==> src/mem_refill_pkg.sv <==
`default_nettype none

package mem_refill_pkg;

    // memory side geometry
    localparam int ADDR_BITS        = 32;
    localparam int BEAT_BITS        = 64;
    localparam int BEATS_PER_LINE   = 4;
    localparam int LINE_BITS        = BEAT_BITS * BEATS_PER_LINE; // 256
    localparam int LINE_OFFSET_BITS = 5;  // 32 bytes per line

    localparam int BEAT_IDX_BITS    = $clog2(BEATS_PER_LINE);

    // byte address
    typedef logic [ADDR_BITS-1:0] addr_t;

    // one bus beat
    typedef logic [BEAT_BITS-1:0] beat_t;

    // full cache line, beat 0 sits in the low bits
    typedef logic [LINE_BITS-1:0] line_t;

    typedef logic [BEAT_IDX_BITS-1:0] beat_idx_t;

    // refill arbiter FSM
    typedef enum logic [2:0] {
        ARB_IDLE,       // waiting for a request
        ARB_READ_REQ,   // bmem_read held until ready
        ARB_READ_WAIT,  // beats coming back
        ARB_WRITE,      // serializer busy
        ARB_ACK         // ack high until req drops
    } arb_state_t;

endpackage : mem_refill_pkg

`default_nettype wire

==> src/line_xfer_if.sv <==
`default_nettype none

interface line_xfer_if;
    import mem_refill_pkg::*;

    logic  start;  // one cycle kick from the arbiter
    line_t wline;  // line to send, serializer only
    line_t rline;  // line held by the engine
    logic  done;   // one cycle completion pulse

    // arbiter side
    modport master (
        output start,
        output wline,
        input  rline,
        input  done
    );

    // burst engine side
    modport engine (
        input  start,
        input  wline,
        output rline,
        output done
    );

endinterface : line_xfer_if

`default_nettype wire

==> src/burst_assembler.sv <==
`default_nettype none

module burst_assembler (
    input  logic                  clk,
    input  logic                  rst,

    input  mem_refill_pkg::beat_t bmem_rdata_i,
    input  logic                  bmem_rvalid_i,

    line_xfer_if.engine           xfer
);
    import mem_refill_pkg::*;

    logic      busy_q;   // expecting beats
    beat_idx_t cnt_q;    // next slot to fill
    logic      done_q;
    line_t     line_q;   // assembled line

    always_ff @(posedge clk) begin
        if (rst) begin
            busy_q <= 1'b0;
            cnt_q  <= '0;
            done_q <= 1'b0;
        end else begin
            done_q <= 1'b0;
            if (xfer.start) begin
                busy_q <= 1'b1;
                cnt_q  <= '0;
            end else if (busy_q && bmem_rvalid_i) begin
                cnt_q <= cnt_q + 1'b1;
                if (cnt_q == beat_idx_t'(BEATS_PER_LINE - 1)) begin
                    busy_q <= 1'b0;
                    done_q <= 1'b1;  // line complete next cycle
                end
            end
        end
    end

    // beat lands in the slot picked by the counter
    always_ff @(posedge clk) begin
        if (busy_q && bmem_rvalid_i) begin
            line_q[cnt_q*BEAT_BITS +: BEAT_BITS] <= bmem_rdata_i;
        end
    end

    assign xfer.rline = line_q;
    assign xfer.done  = done_q;

    // memory must only return data for a read the arbiter started
    a_no_stray_rvalid: assert property (
        @(posedge clk) disable iff (rst)
        bmem_rvalid_i |-> busy_q
    ) else $error("rvalid while assembler idle");

endmodule : burst_assembler

`default_nettype wire

==> src/burst_serializer.sv <==
`default_nettype none

module burst_serializer (
    input  logic                  clk,
    input  logic                  rst,

    input  logic                  bmem_ready_i,
    output logic                  bmem_write_o,
    output mem_refill_pkg::beat_t bmem_wdata_o,

    line_xfer_if.engine           xfer
);
    import mem_refill_pkg::*;

    logic      active_q;  // beats still to send
    beat_idx_t cnt_q;     // current beat
    logic      done_q;
    line_t     line_q;    // copy of the line being written

    always_ff @(posedge clk) begin
        if (rst) begin
            active_q <= 1'b0;
            cnt_q    <= '0;
            done_q   <= 1'b0;
        end else begin
            done_q <= 1'b0;
            if (xfer.start) begin
                active_q <= 1'b1;
                cnt_q    <= '0;
            end else if (active_q && bmem_ready_i) begin
                // beat accepted
                cnt_q <= cnt_q + 1'b1;
                if (cnt_q == beat_idx_t'(BEATS_PER_LINE - 1)) begin
                    active_q <= 1'b0;
                    done_q   <= 1'b1;
                end
            end
        end
    end

    // line held for the whole burst
    always_ff @(posedge clk) begin
        if (xfer.start) begin
            line_q <= xfer.wline;
        end
    end

    assign bmem_write_o = active_q;
    assign bmem_wdata_o = line_q[cnt_q*BEAT_BITS +: BEAT_BITS];

    // echo of the written line back to the arbiter
    assign xfer.rline = line_q;
    assign xfer.done  = done_q;

    // stalled beat must not change under the memory
    a_wdata_held: assert property (
        @(posedge clk) disable iff (rst)
        (bmem_write_o && !bmem_ready_i) |=> (bmem_write_o && $stable(bmem_wdata_o))
    ) else $error("write beat changed while stalled");

endmodule : burst_serializer

`default_nettype wire

==> src/refill_arbiter.sv <==
`default_nettype none

module refill_arbiter (
    input  logic                  clk,
    input  logic                  rst,

    // instruction side
    input  logic                  i_req_i,
    input  mem_refill_pkg::addr_t i_addr_i,
    output logic                  i_ack_o,
    output mem_refill_pkg::line_t i_line_o,

    // data side
    input  logic                  d_req_i,
    input  logic                  d_we_i,
    input  mem_refill_pkg::addr_t d_addr_i,
    input  mem_refill_pkg::line_t d_wline_i,
    output logic                  d_ack_o,
    output mem_refill_pkg::line_t d_line_o,

    // burst memory, read request side
    output mem_refill_pkg::addr_t bmem_addr_o,
    output logic                  bmem_read_o,
    input  logic                  bmem_ready_i,

    line_xfer_if.master           rd_xfer,
    line_xfer_if.master           wr_xfer
);
    import mem_refill_pkg::*;

    arb_state_t state_q;
    logic       grant_d_q;   // 1 = data port owns the grant
    logic       rd_start_q;
    logic       wr_start_q;
    logic       i_ack_q;
    logic       d_ack_q;

    // request payload
    addr_t      addr_q;      // aligned line address
    line_t      wline_q;
    line_t      i_line_q;
    line_t      d_line_q;

    logic       granted_req;

    function automatic addr_t line_align(input addr_t a);
        line_align = {a[ADDR_BITS-1:LINE_OFFSET_BITS], {LINE_OFFSET_BITS{1'b0}}};
    endfunction

    assign granted_req = grant_d_q ? d_req_i : i_req_i;

    always_ff @(posedge clk) begin
        if (rst) begin
            state_q    <= ARB_IDLE;
            grant_d_q  <= 1'b0;
            rd_start_q <= 1'b0;
            wr_start_q <= 1'b0;
            i_ack_q    <= 1'b0;
            d_ack_q    <= 1'b0;
        end else begin
            rd_start_q <= 1'b0;
            wr_start_q <= 1'b0;
            unique case (state_q)
                ARB_IDLE: begin
                    if (d_req_i) begin
                        // data side has priority
                        grant_d_q <= 1'b1;
                        if (d_we_i) begin
                            wr_start_q <= 1'b1;
                            state_q    <= ARB_WRITE;
                        end else begin
                            rd_start_q <= 1'b1;
                            state_q    <= ARB_READ_REQ;
                        end
                    end else if (i_req_i) begin
                        grant_d_q  <= 1'b0;
                        rd_start_q <= 1'b1;
                        state_q    <= ARB_READ_REQ;
                    end
                end
                ARB_READ_REQ: begin
                    if (bmem_ready_i) begin
                        state_q <= ARB_READ_WAIT;  // read accepted
                    end
                end
                ARB_READ_WAIT: begin
                    if (rd_xfer.done) begin
                        state_q <= ARB_ACK;
                        i_ack_q <= !grant_d_q;
                        d_ack_q <= grant_d_q;
                    end
                end
                ARB_WRITE: begin
                    if (wr_xfer.done) begin
                        state_q <= ARB_ACK;
                        d_ack_q <= 1'b1;
                    end
                end
                ARB_ACK: begin
                    // hold ack until the owner lets go of req
                    if (!granted_req) begin
                        state_q <= ARB_IDLE;
                        i_ack_q <= 1'b0;
                        d_ack_q <= 1'b0;
                    end
                end
                default: state_q <= ARB_IDLE;
            endcase
        end
    end

    // address and write line picked up at grant time
    always_ff @(posedge clk) begin
        if (state_q == ARB_IDLE) begin
            if (d_req_i) begin
                addr_q  <= line_align(d_addr_i);
                wline_q <= d_wline_i;
            end else if (i_req_i) begin
                addr_q  <= line_align(i_addr_i);
            end
        end
    end

    // route the finished line to the granted port
    always_ff @(posedge clk) begin
        if (state_q == ARB_READ_WAIT && rd_xfer.done) begin
            if (grant_d_q) begin
                d_line_q <= rd_xfer.rline;
            end else begin
                i_line_q <= rd_xfer.rline;
            end
        end else if (state_q == ARB_WRITE && wr_xfer.done) begin
            d_line_q <= wr_xfer.rline;  // written line shows on d_line
        end
    end

    assign bmem_addr_o   = addr_q;
    assign bmem_read_o   = (state_q == ARB_READ_REQ);

    assign rd_xfer.start = rd_start_q;
    assign rd_xfer.wline = '0;          // assembler has no use for it
    assign wr_xfer.start = wr_start_q;
    assign wr_xfer.wline = wline_q;

    assign i_ack_o  = i_ack_q;
    assign d_ack_o  = d_ack_q;
    assign i_line_o = i_line_q;
    assign d_line_o = d_line_q;

    a_one_ack: assert property (
        @(posedge clk) disable iff (rst)
        !(i_ack_o && d_ack_o)
    ) else $error("both acks high");

    // stalled read keeps its request and its line address
    a_read_held: assert property (
        @(posedge clk) disable iff (rst)
        (bmem_read_o && !bmem_ready_i) |=> (bmem_read_o && $stable(bmem_addr_o))
    ) else $error("bmem_read dropped or moved before accept");

endmodule : refill_arbiter

`default_nettype wire

==> src/mem_refill_top.sv <==
`default_nettype none

module mem_refill_top (
    input  logic                  clk,
    input  logic                  rst,

    // instruction cache port
    input  logic                  i_req_i,
    input  mem_refill_pkg::addr_t i_addr_i,
    output logic                  i_ack_o,
    output mem_refill_pkg::line_t i_line_o,

    // data cache port
    input  logic                  d_req_i,
    input  logic                  d_we_i,
    input  mem_refill_pkg::addr_t d_addr_i,
    input  mem_refill_pkg::line_t d_wline_i,
    output logic                  d_ack_o,
    output mem_refill_pkg::line_t d_line_o,

    // burst memory
    output mem_refill_pkg::addr_t bmem_addr_o,
    output logic                  bmem_read_o,
    output logic                  bmem_write_o,
    output mem_refill_pkg::beat_t bmem_wdata_o,
    input  logic                  bmem_ready_i,
    input  mem_refill_pkg::beat_t bmem_rdata_i,
    input  logic                  bmem_rvalid_i
);

    line_xfer_if rd_xfer ();  // arbiter <-> assembler
    line_xfer_if wr_xfer ();  // arbiter <-> serializer

    refill_arbiter u_arbiter (
        .clk          (clk),
        .rst          (rst),
        .i_req_i      (i_req_i),
        .i_addr_i     (i_addr_i),
        .i_ack_o      (i_ack_o),
        .i_line_o     (i_line_o),
        .d_req_i      (d_req_i),
        .d_we_i       (d_we_i),
        .d_addr_i     (d_addr_i),
        .d_wline_i    (d_wline_i),
        .d_ack_o      (d_ack_o),
        .d_line_o     (d_line_o),
        .bmem_addr_o  (bmem_addr_o),
        .bmem_read_o  (bmem_read_o),
        .bmem_ready_i (bmem_ready_i),
        .rd_xfer      (rd_xfer.master),
        .wr_xfer      (wr_xfer.master)
    );

    burst_assembler u_assembler (
        .clk           (clk),
        .rst           (rst),
        .bmem_rdata_i  (bmem_rdata_i),
        .bmem_rvalid_i (bmem_rvalid_i),
        .xfer          (rd_xfer.engine)
    );

    burst_serializer u_serializer (
        .clk          (clk),
        .rst          (rst),
        .bmem_ready_i (bmem_ready_i),
        .bmem_write_o (bmem_write_o),
        .bmem_wdata_o (bmem_wdata_o),
        .xfer         (wr_xfer.engine)
    );

endmodule : mem_refill_top

`default_nettype wire

==> config.mk <==
export PLATFORM = sky130hd
export DESIGN_NAME = mem_refill_top
export DESIGN_NICKNAME = d
export VERILOG_FILES = /design/src/mem_refill_pkg.sv /design/src/line_xfer_if.sv /design/src/burst_assembler.sv /design/src/burst_serializer.sv /design/src/refill_arbiter.sv /design/src/mem_refill_top.sv
export SDC_FILE = /design/constraint.sdc
export NUM_CORES = 1
export LEC_CHECK = 0
export ABC_AREA = 1
export BUFFER_PORTS_ARGS = -buffer_cell sky130_fd_sc_hd__buf_2
export CORE_AREA = 2 2 386 388
export DETAILED_ROUTE_END_ITERATION = 16
export DIE_AREA = 0 0 388 390
export SLEW_MARGIN = 20
export SYNTH_ARGS = -nofsm -noshare
export SYNTH_HDL_FRONTEND = slang
export SYNTH_SLANG_ARGS = --single-unit
==> constraint.sdc <==
create_clock -name clk -period 18.1 [get_ports clk]
set_input_delay 5.43 -clock clk [delete_from_list [all_inputs] [get_ports clk]]
set_output_delay 5.43 -clock clk [all_outputs]
set_load 0.03 [all_outputs]
==> results.ini, run 1 <==
[synthesis]
yosys.cell_types.count = 25
netlist_instances = 3156
synth.most_common_cell = edfxtp_1
syn_avg_cell_area_um2 = 15.0
synth_top_area_cell = edfxtp_1
synthArstFlopShare_pct = 0
ys_top_cells_by_count = edfxtp_1 (1307), nand2_1 (877), nor2_1 (281)
synth-seq-cells = 1323
synth_area_leaders = edfxtp_1 (83%), nand2_1 (7.0%), nor2_1 (2.2%)
yosysSeqAreaShare_pct = 83.7
synth_top_flop_cell = edfxtp_1
ys_warn_count = 0
synthesis.area_um2 = 47300
synth.top_cell.area_share_pct = 83.0
synth_edf_count = 1307

[pwr]
total_power_mw = 7.60
power_leakage_nw = 21.9
irDropWorstVdd_mv = 0.198
power_density_nw_per_um2 = 129

[routing]
vias = 30700
ant_nets = 0
wl_met1_um = 63200
wl_met2_um = 81500
drtPass1Iterations = 5
drc = 0
wl_met3_um = 18300
wl_per_cell_um = 27.3
drtIter0Drc = 3565
top_layer = met5
wl_um = 170000
vias_per_cell = 4.93

[min_path]
worstHoldPathCells = 0
hold_path.class = flop to flop

[clocking]
cts_buffers = 141
clk_pin_slew_worst_paths_ns = 0.06
cts_sinks = 1323
clock_path_buffers = 3
cts_tree = yes
cts_resized = 0
htreeDepth = 4
postCtsHoldBufs = 0
clk_latency_ns = 0.79
cts_setup_buffers = 0
cts-root-buf = clkbuf_16

[sta]
tns_ns = 0
fin_crit_ns = 9.03
worstMarginPinSlew_ns = 1.07
slew_viol_final = 0
finalClockSkew_ns = 0.0395
max_freq_mhz = 111
report.final.hold_viol_count = 0
maxSlewHeadroom_pct = 28.4
worst_slack_ns = 9.07
setup_viol = 0
fin_crit_sh_pct = 49.9
rsz0062_at_grt = no

[critical_path]
critPathMaxFanout = 49
worst-setup-path-type = flop to output pin
rr_worst_depth = 7
worstPathRequired_ns = 12.67
critPathArrivalTime_ns = 3.60
startpoint_type = flop
critPathCaptureType = output pin

[floorplanning]
rows = 141
fp.dieH_um = 390
dieArea_um2 = 151000
pin_count = 1003
die_width_um = 388
core_um2 = 147000
initial_core_util_pct = 32.1

[grt]
antenna_found_initial = 48
overflow = 0
grt_use_total_pct = 21.8
grt_pass1_wl_um = 230000
grt_pass1_vias = 29600
grt_max_degree = 129

[cells_and_area]
areaGrowthSynthToFinish_pct = 24.5
fill_cells = 13800
final_nets = 4574
final_cell_count_no_fill = 6234
drive_gt1_share_pct = 29.2

[place]
dp_slack_ns = 8.73
io_buffers = 987
placedCellCount = 5963
gp_congestion = 0.914
hpwl_um = 118000

[status]
outcome = completed

[run]
max_cap_viol_count = 0

[cell families (layout without fill, tap and decap cells)]
family                     Yosys count  after routing  share of synthesized area [%]
other                                1             34                        0.00793
DFF                               1323           1323                           83.7
buffers and inverters              255           1370                           2.33
AOI/OAI and AO/OA                  209            209                           2.41
and+or+nand+nor                   1361           1361                           11.4
adders and majority gates            7              7                          0.185
[per-layer routing]
| layer | global-route usage, % | vias up |
|---|---|---|
| li1 | - | 13300 |
| met1 | 27.3 | 15300 |
| met2 | 35.3 | 1860 |
| met3 | 6.50 | 340 |
| met4 | 9.26 | 32 |
| met5 | 0 | - |
[final cells by class]
type                            instances  area, um2  share of cell area, %
Sequential cell                      1323      39600                   67.2
Multi-Input combinational cell       1582       6720                   11.4
Timing Repair Buffer                 1032       5290                   8.98
Clock buffer                          166       3660                   6.22
Tap cell                             1930       2410                   4.10
Clock inverter                         76        751                   1.27
Inverter                               96        388                  0.659
Antenna cell                           29       72.6                  0.123
[per-stage QoR]
stage	utilization, %	area (um2)	hold WS [ns]
5_1_grt	40.0	58800	0.412
4_1_cts	40.0	58800	0.397
3_5_place_dp	37.0	54400	0.405
2_1_floorplan	-	47300	0.400
6_report	40.0	58900	0.394
3_3_place_gp	37.0	54400	0.401
[report_power, final]
| part | switching (mW) | total (mW) | internal (mW) | leakage (nW) |
|---|---|---|---|---|
| clock network | 1.24 | 2.80 | 1.56 | 2.14 |
| registers | 0.126 | 3.91 | 3.79 | 11.8 |
| logic | 0.711 | 0.889 | 0.178 | 7.90 |
| total | 2.07 | 7.60 | 5.53 | 21.9 |
[placed cells by master, fill, tap and decap left out, types with 5 or more instances in the layout]
master | Yosys | final
clkinv_1 | 0 | 29
o21ai_0 | 130 | 130
conb_1 | 1 | 5
nor2_4 | 1 | 7
o22ai_1 | 65 | 65
nand2_1 | 877 | 873
clkbuf_1 | 102 | 23
bufinv_16 | 0 | 7
dfxtp_1 | 16 | 12
clkbuf_16 | 0 | 143
nand3_1 | 70 | 70
nor2_1 | 281 | 274
inv_6 | 0 | 5
nor3_1 | 130 | 130
inv_1 | 91 | 88
ha_1 | 7 | 6
buf_2 | 26 | 987
clkinv_2 | 0 | 18
diode_2 | 0 | 29
edfxtp_1 | 1307 | 1307
a21oi_1 | 9 | 9
buf_4 | 27 | 44
[critical path: stages (launching register included)]
cell,delay (ns)
dfxtp_4,0.52
inv_4,0.36
buf_4,0.86
o21ai_0,0.22
o22ai_1,0.51
buf_2,0.31
[state kept, by name (all words and copies together) (netlist names), 2 cells and up]
name	cells
u_arbiter.state_q	3
u_serializer.xfer.rline	256
u_arbiter.bmem_addr_o	27
u_arbiter.d_line_o	256
u_assembler.xfer.rline	256
u_assembler.cnt_q	2
u_arbiter.i_line_o	256
u_serializer.cnt_q	2
u_arbiter.wr_xfer.wline	256
[path summary, 6_finish.rpt]
kind                                                               to  slack (ns)                             startpoint
worst max-delay path                                 bmem_wdata_o[14]        9.07     u_serializer.cnt_q[1]$_SDFFE_PP0P_
worst min-delay path            u_serializer.xfer.rline[91]$_DFFE_PP_        0.39  u_arbiter.wr_xfer.wline[91]$_DFFE_PP_
worst max register to register       u_arbiter.i_line_o[91]$_DFFE_PP_       13.87      u_arbiter.state_q[1]$_SDFFE_PP0P_
worst min register to register  u_serializer.xfer.rline[91]$_DFFE_PP_        0.39  u_arbiter.wr_xfer.wline[91]$_DFFE_PP_
No activity file was read; power rests on OpenSTA's default activity.
==> run 2, diff against run 1 <==
- CORE_AREA: 2 2 386 388 -> 2 2 390 392
- DIE_AREA: 0 0 388 390 -> 0 0 392 394
- clock period: 18.1 -> 9.45 ns (I/O delays scaled with it)
==> results.ini, run 2 (same netlist as run 1, synthesis figures left out) <==
[cells_and_area]
layout_common_cells = edfxtp_1 (1307), buf_2 (987), nand2_1 (873)
multi_input_area_um2 = 6720  ; unchanged
layout_commonest_cell = edfxtp_1
final_nets = 4571  ; -0.066%
drive_gt1_share_pct = 29.0  ; -0.18 points
seqCellArea_um2 = 39600  ; unchanged
final_cell_count_no_fill = 6347  ; +1.8%
fill_cells = 14300  ; +3.4%
areaGrowthSynthToFinish_pct = 25.2

[clocking]
cts_setup_buffers = 0  ; unchanged
cts_resized = 0  ; unchanged
postCtsHoldBufs = 0  ; unchanged
cts_tree = yes
clk_pin_slew_worst_paths_ns = 0.07  ; about the same
clk_latency_ns = 0.77  ; -0.02 ns
cts_sinks = 1323  ; unchanged
htreeDepth = 4  ; unchanged
cts-root-buf = clkbuf_16
clock_path_buffers = 3  ; unchanged
cts_buffers = 141  ; unchanged

[critical_path]
r2r_slack_ns = 5.42  ; -8.45 ns
worstPathRequired_ns = 6.62  ; -6.05 ns
rr_worst_depth = 7  ; unchanged
worst_r2r_endpoint = u_arbiter.i_line_o[214]$_DFFE_PP_
max_stage_delay_ns = 0.66  ; -0.20 ns
critPathMaxFanout = 37  ; -24%
critical_path.cell_chain = inv_4 -> buf_4 -> o21ai_0 -> o22ai_1 -> buf_2
startpoint_type = flop
critPathArrivalTime_ns = 3.59  ; about the same
cp_slowest_cell = buf_4
critPathCaptureType = output pin
r2r_start = u_arbiter.state_q[1]$_SDFFE_PP0P_
worst-setup-path-type = flop to output pin
startpoint = u_serializer.cnt_q[1]$_SDFFE_PP0P_

[grt]
grt_use_total_pct = 21.2  ; -0.66 points
grt_max_degree = 129  ; unchanged
grt_pass1_wl_um = 227000  ; -1.4%
grt_pass1_vias = 29500  ; -0.51%
antenna_found_initial = 59  ; +23%
overflow = 0  ; unchanged

[place]
placedCellCount = 6060  ; +1.6%
hpwl_um = 117000  ; -0.84%
gp_congestion = 0.899  ; -1.7%
io_buffers = 987  ; unchanged

[sta]
fin_crit_sh_pct = 68.0
fin_crit_ns = 6.42
tns_ns = 0  ; unchanged
max_freq_mhz = 156
report.final.hold_viol_count = 0  ; unchanged
maxSlewHeadroom_pct = 19.4  ; -9.0 points
worstMarginPinSlew_ns = 1.21  ; +0.135 ns
finalClockSkew_ns = 0.0211  ; -0.0183 ns
setup_viol = 0  ; unchanged
rsz0062_at_grt = no
slew_viol_final = 0  ; unchanged

[routing]
drc = 0  ; unchanged
drtPass1Iterations = 6  ; +1
vias_per_cell = 4.86  ; -1.4%
wl_per_cell_um = 26.6  ; -2.6%
vias = 30900  ; +0.35%
wl_um = 169000  ; -0.86%
drtIter0Drc = 3508  ; -1.6%
ant_nets = 0  ; unchanged

[run]
max_cap_viol_count = 0  ; unchanged

[min_path]
hold_path.class = flop to flop
worstHoldPathCells = 0  ; unchanged
min_to = u_serializer.xfer.rline[253]$_DFFE_PP_
hp-start = u_arbiter.wr_xfer.wline[253]$_DFFE_PP_

[pwr]
total_power_mw = 14.7  ; +93%
power_density_nw_per_um2 = 248  ; +92%
irDropWorstVdd_mv = 0.315  ; +59%
power_leakage_nw = 21.9  ; +0.21%

[floorplanning]
core_um2 = 151000  ; +2.4%
fp.dieH_um = 394  ; +1.0%
die_width_um = 392  ; +1.0%
rows = 143  ; +1.4%
initial_core_util_pct = 31.4  ; -0.75 points
pin_count = 1003  ; unchanged
dieArea_um2 = 154000  ; +2.1%

[status]
outcome = completed

==> run 2: cell types whose count changed in the layout (fill, tap and decap cells not counted), sizes merged <==
cell | previous run | this run
clkinv | 56 | 49
buf | 1032 | 1029
diode | 29 | 33
clkinvlp | 4 | 5
clkbuf | 166 | 181
bufinv | 7 | 10
==> run 2: layout make-up <==
cell class	instances	share of cell area, %
tap	2030	4.29
sequential	1323	66.9
clock buffer	181	6.46
multi-input combinational	1582	11.4
inverter	96	0.655
timing repair buffer	1029	9.01
clock inverter	73	1.21
antenna	33	0.140
==> run 2: metal layers <==
layer	part of all wire, %	vias to the layer above	wire (um)	GRT usage, %
li1	-	13300	-	-
met1	38	15200	63400	26.8
met2	47	1963	79900	33.9
met3	11	337	18300	5.86
met4	4.2	34	7070	9.35
met5	0.13	-	212	0
==> run 2: power breakdown <==
group | switching [mW] | internal [mW] | leakage, nW
registers | 0.242 | 7.26 | 11.8
clock network | 2.33 | 3.15 | 2.19
logic | 1.37 | 0.345 | 7.90
==> run 2: how the worst max path moves through the flow <==
stage / endpoint / slack, ns
finish: bmem_wdata_o[49] / 3.03
global route: bmem_wdata_o[49] / 2.94
CTS: bmem_wdata_o[49] / 3.06
detailed placement: bmem_wdata_o[49] / 3.91
global placement: bmem_wdata_o[49] / 3.95
floorplan: u_arbiter.d_line_o[0]$_DFFE_PP_ / 2.08
==> run 2: per-stage QoR <==
| stage | setup slack [ns] | area (um2) | utilization [%] | hold WS, ns |
|---|---|---|---|---|
| after CTS | 3.06 | 59100 | 39.2 | 0.413 |
| after floorplan | 2.08 | 47300 | - | 0.400 |
| after global placement | 3.95 | 54600 | 36.2 | 0.401 |
| after global routing | 2.94 | 59200 | 39.3 | 0.417 |
| final | 3.03 | 59200 | 39.3 | 0.409 |
| after detailed placement | 3.91 | 54600 | 36.2 | 0.405 |
==> run 2: worst max-delay path: cells and delay by family (launching register included) <==
kind            cells  cell delay (ns)
flops               1             0.43
compound gates      2             0.76
buf+inv             3             1.58
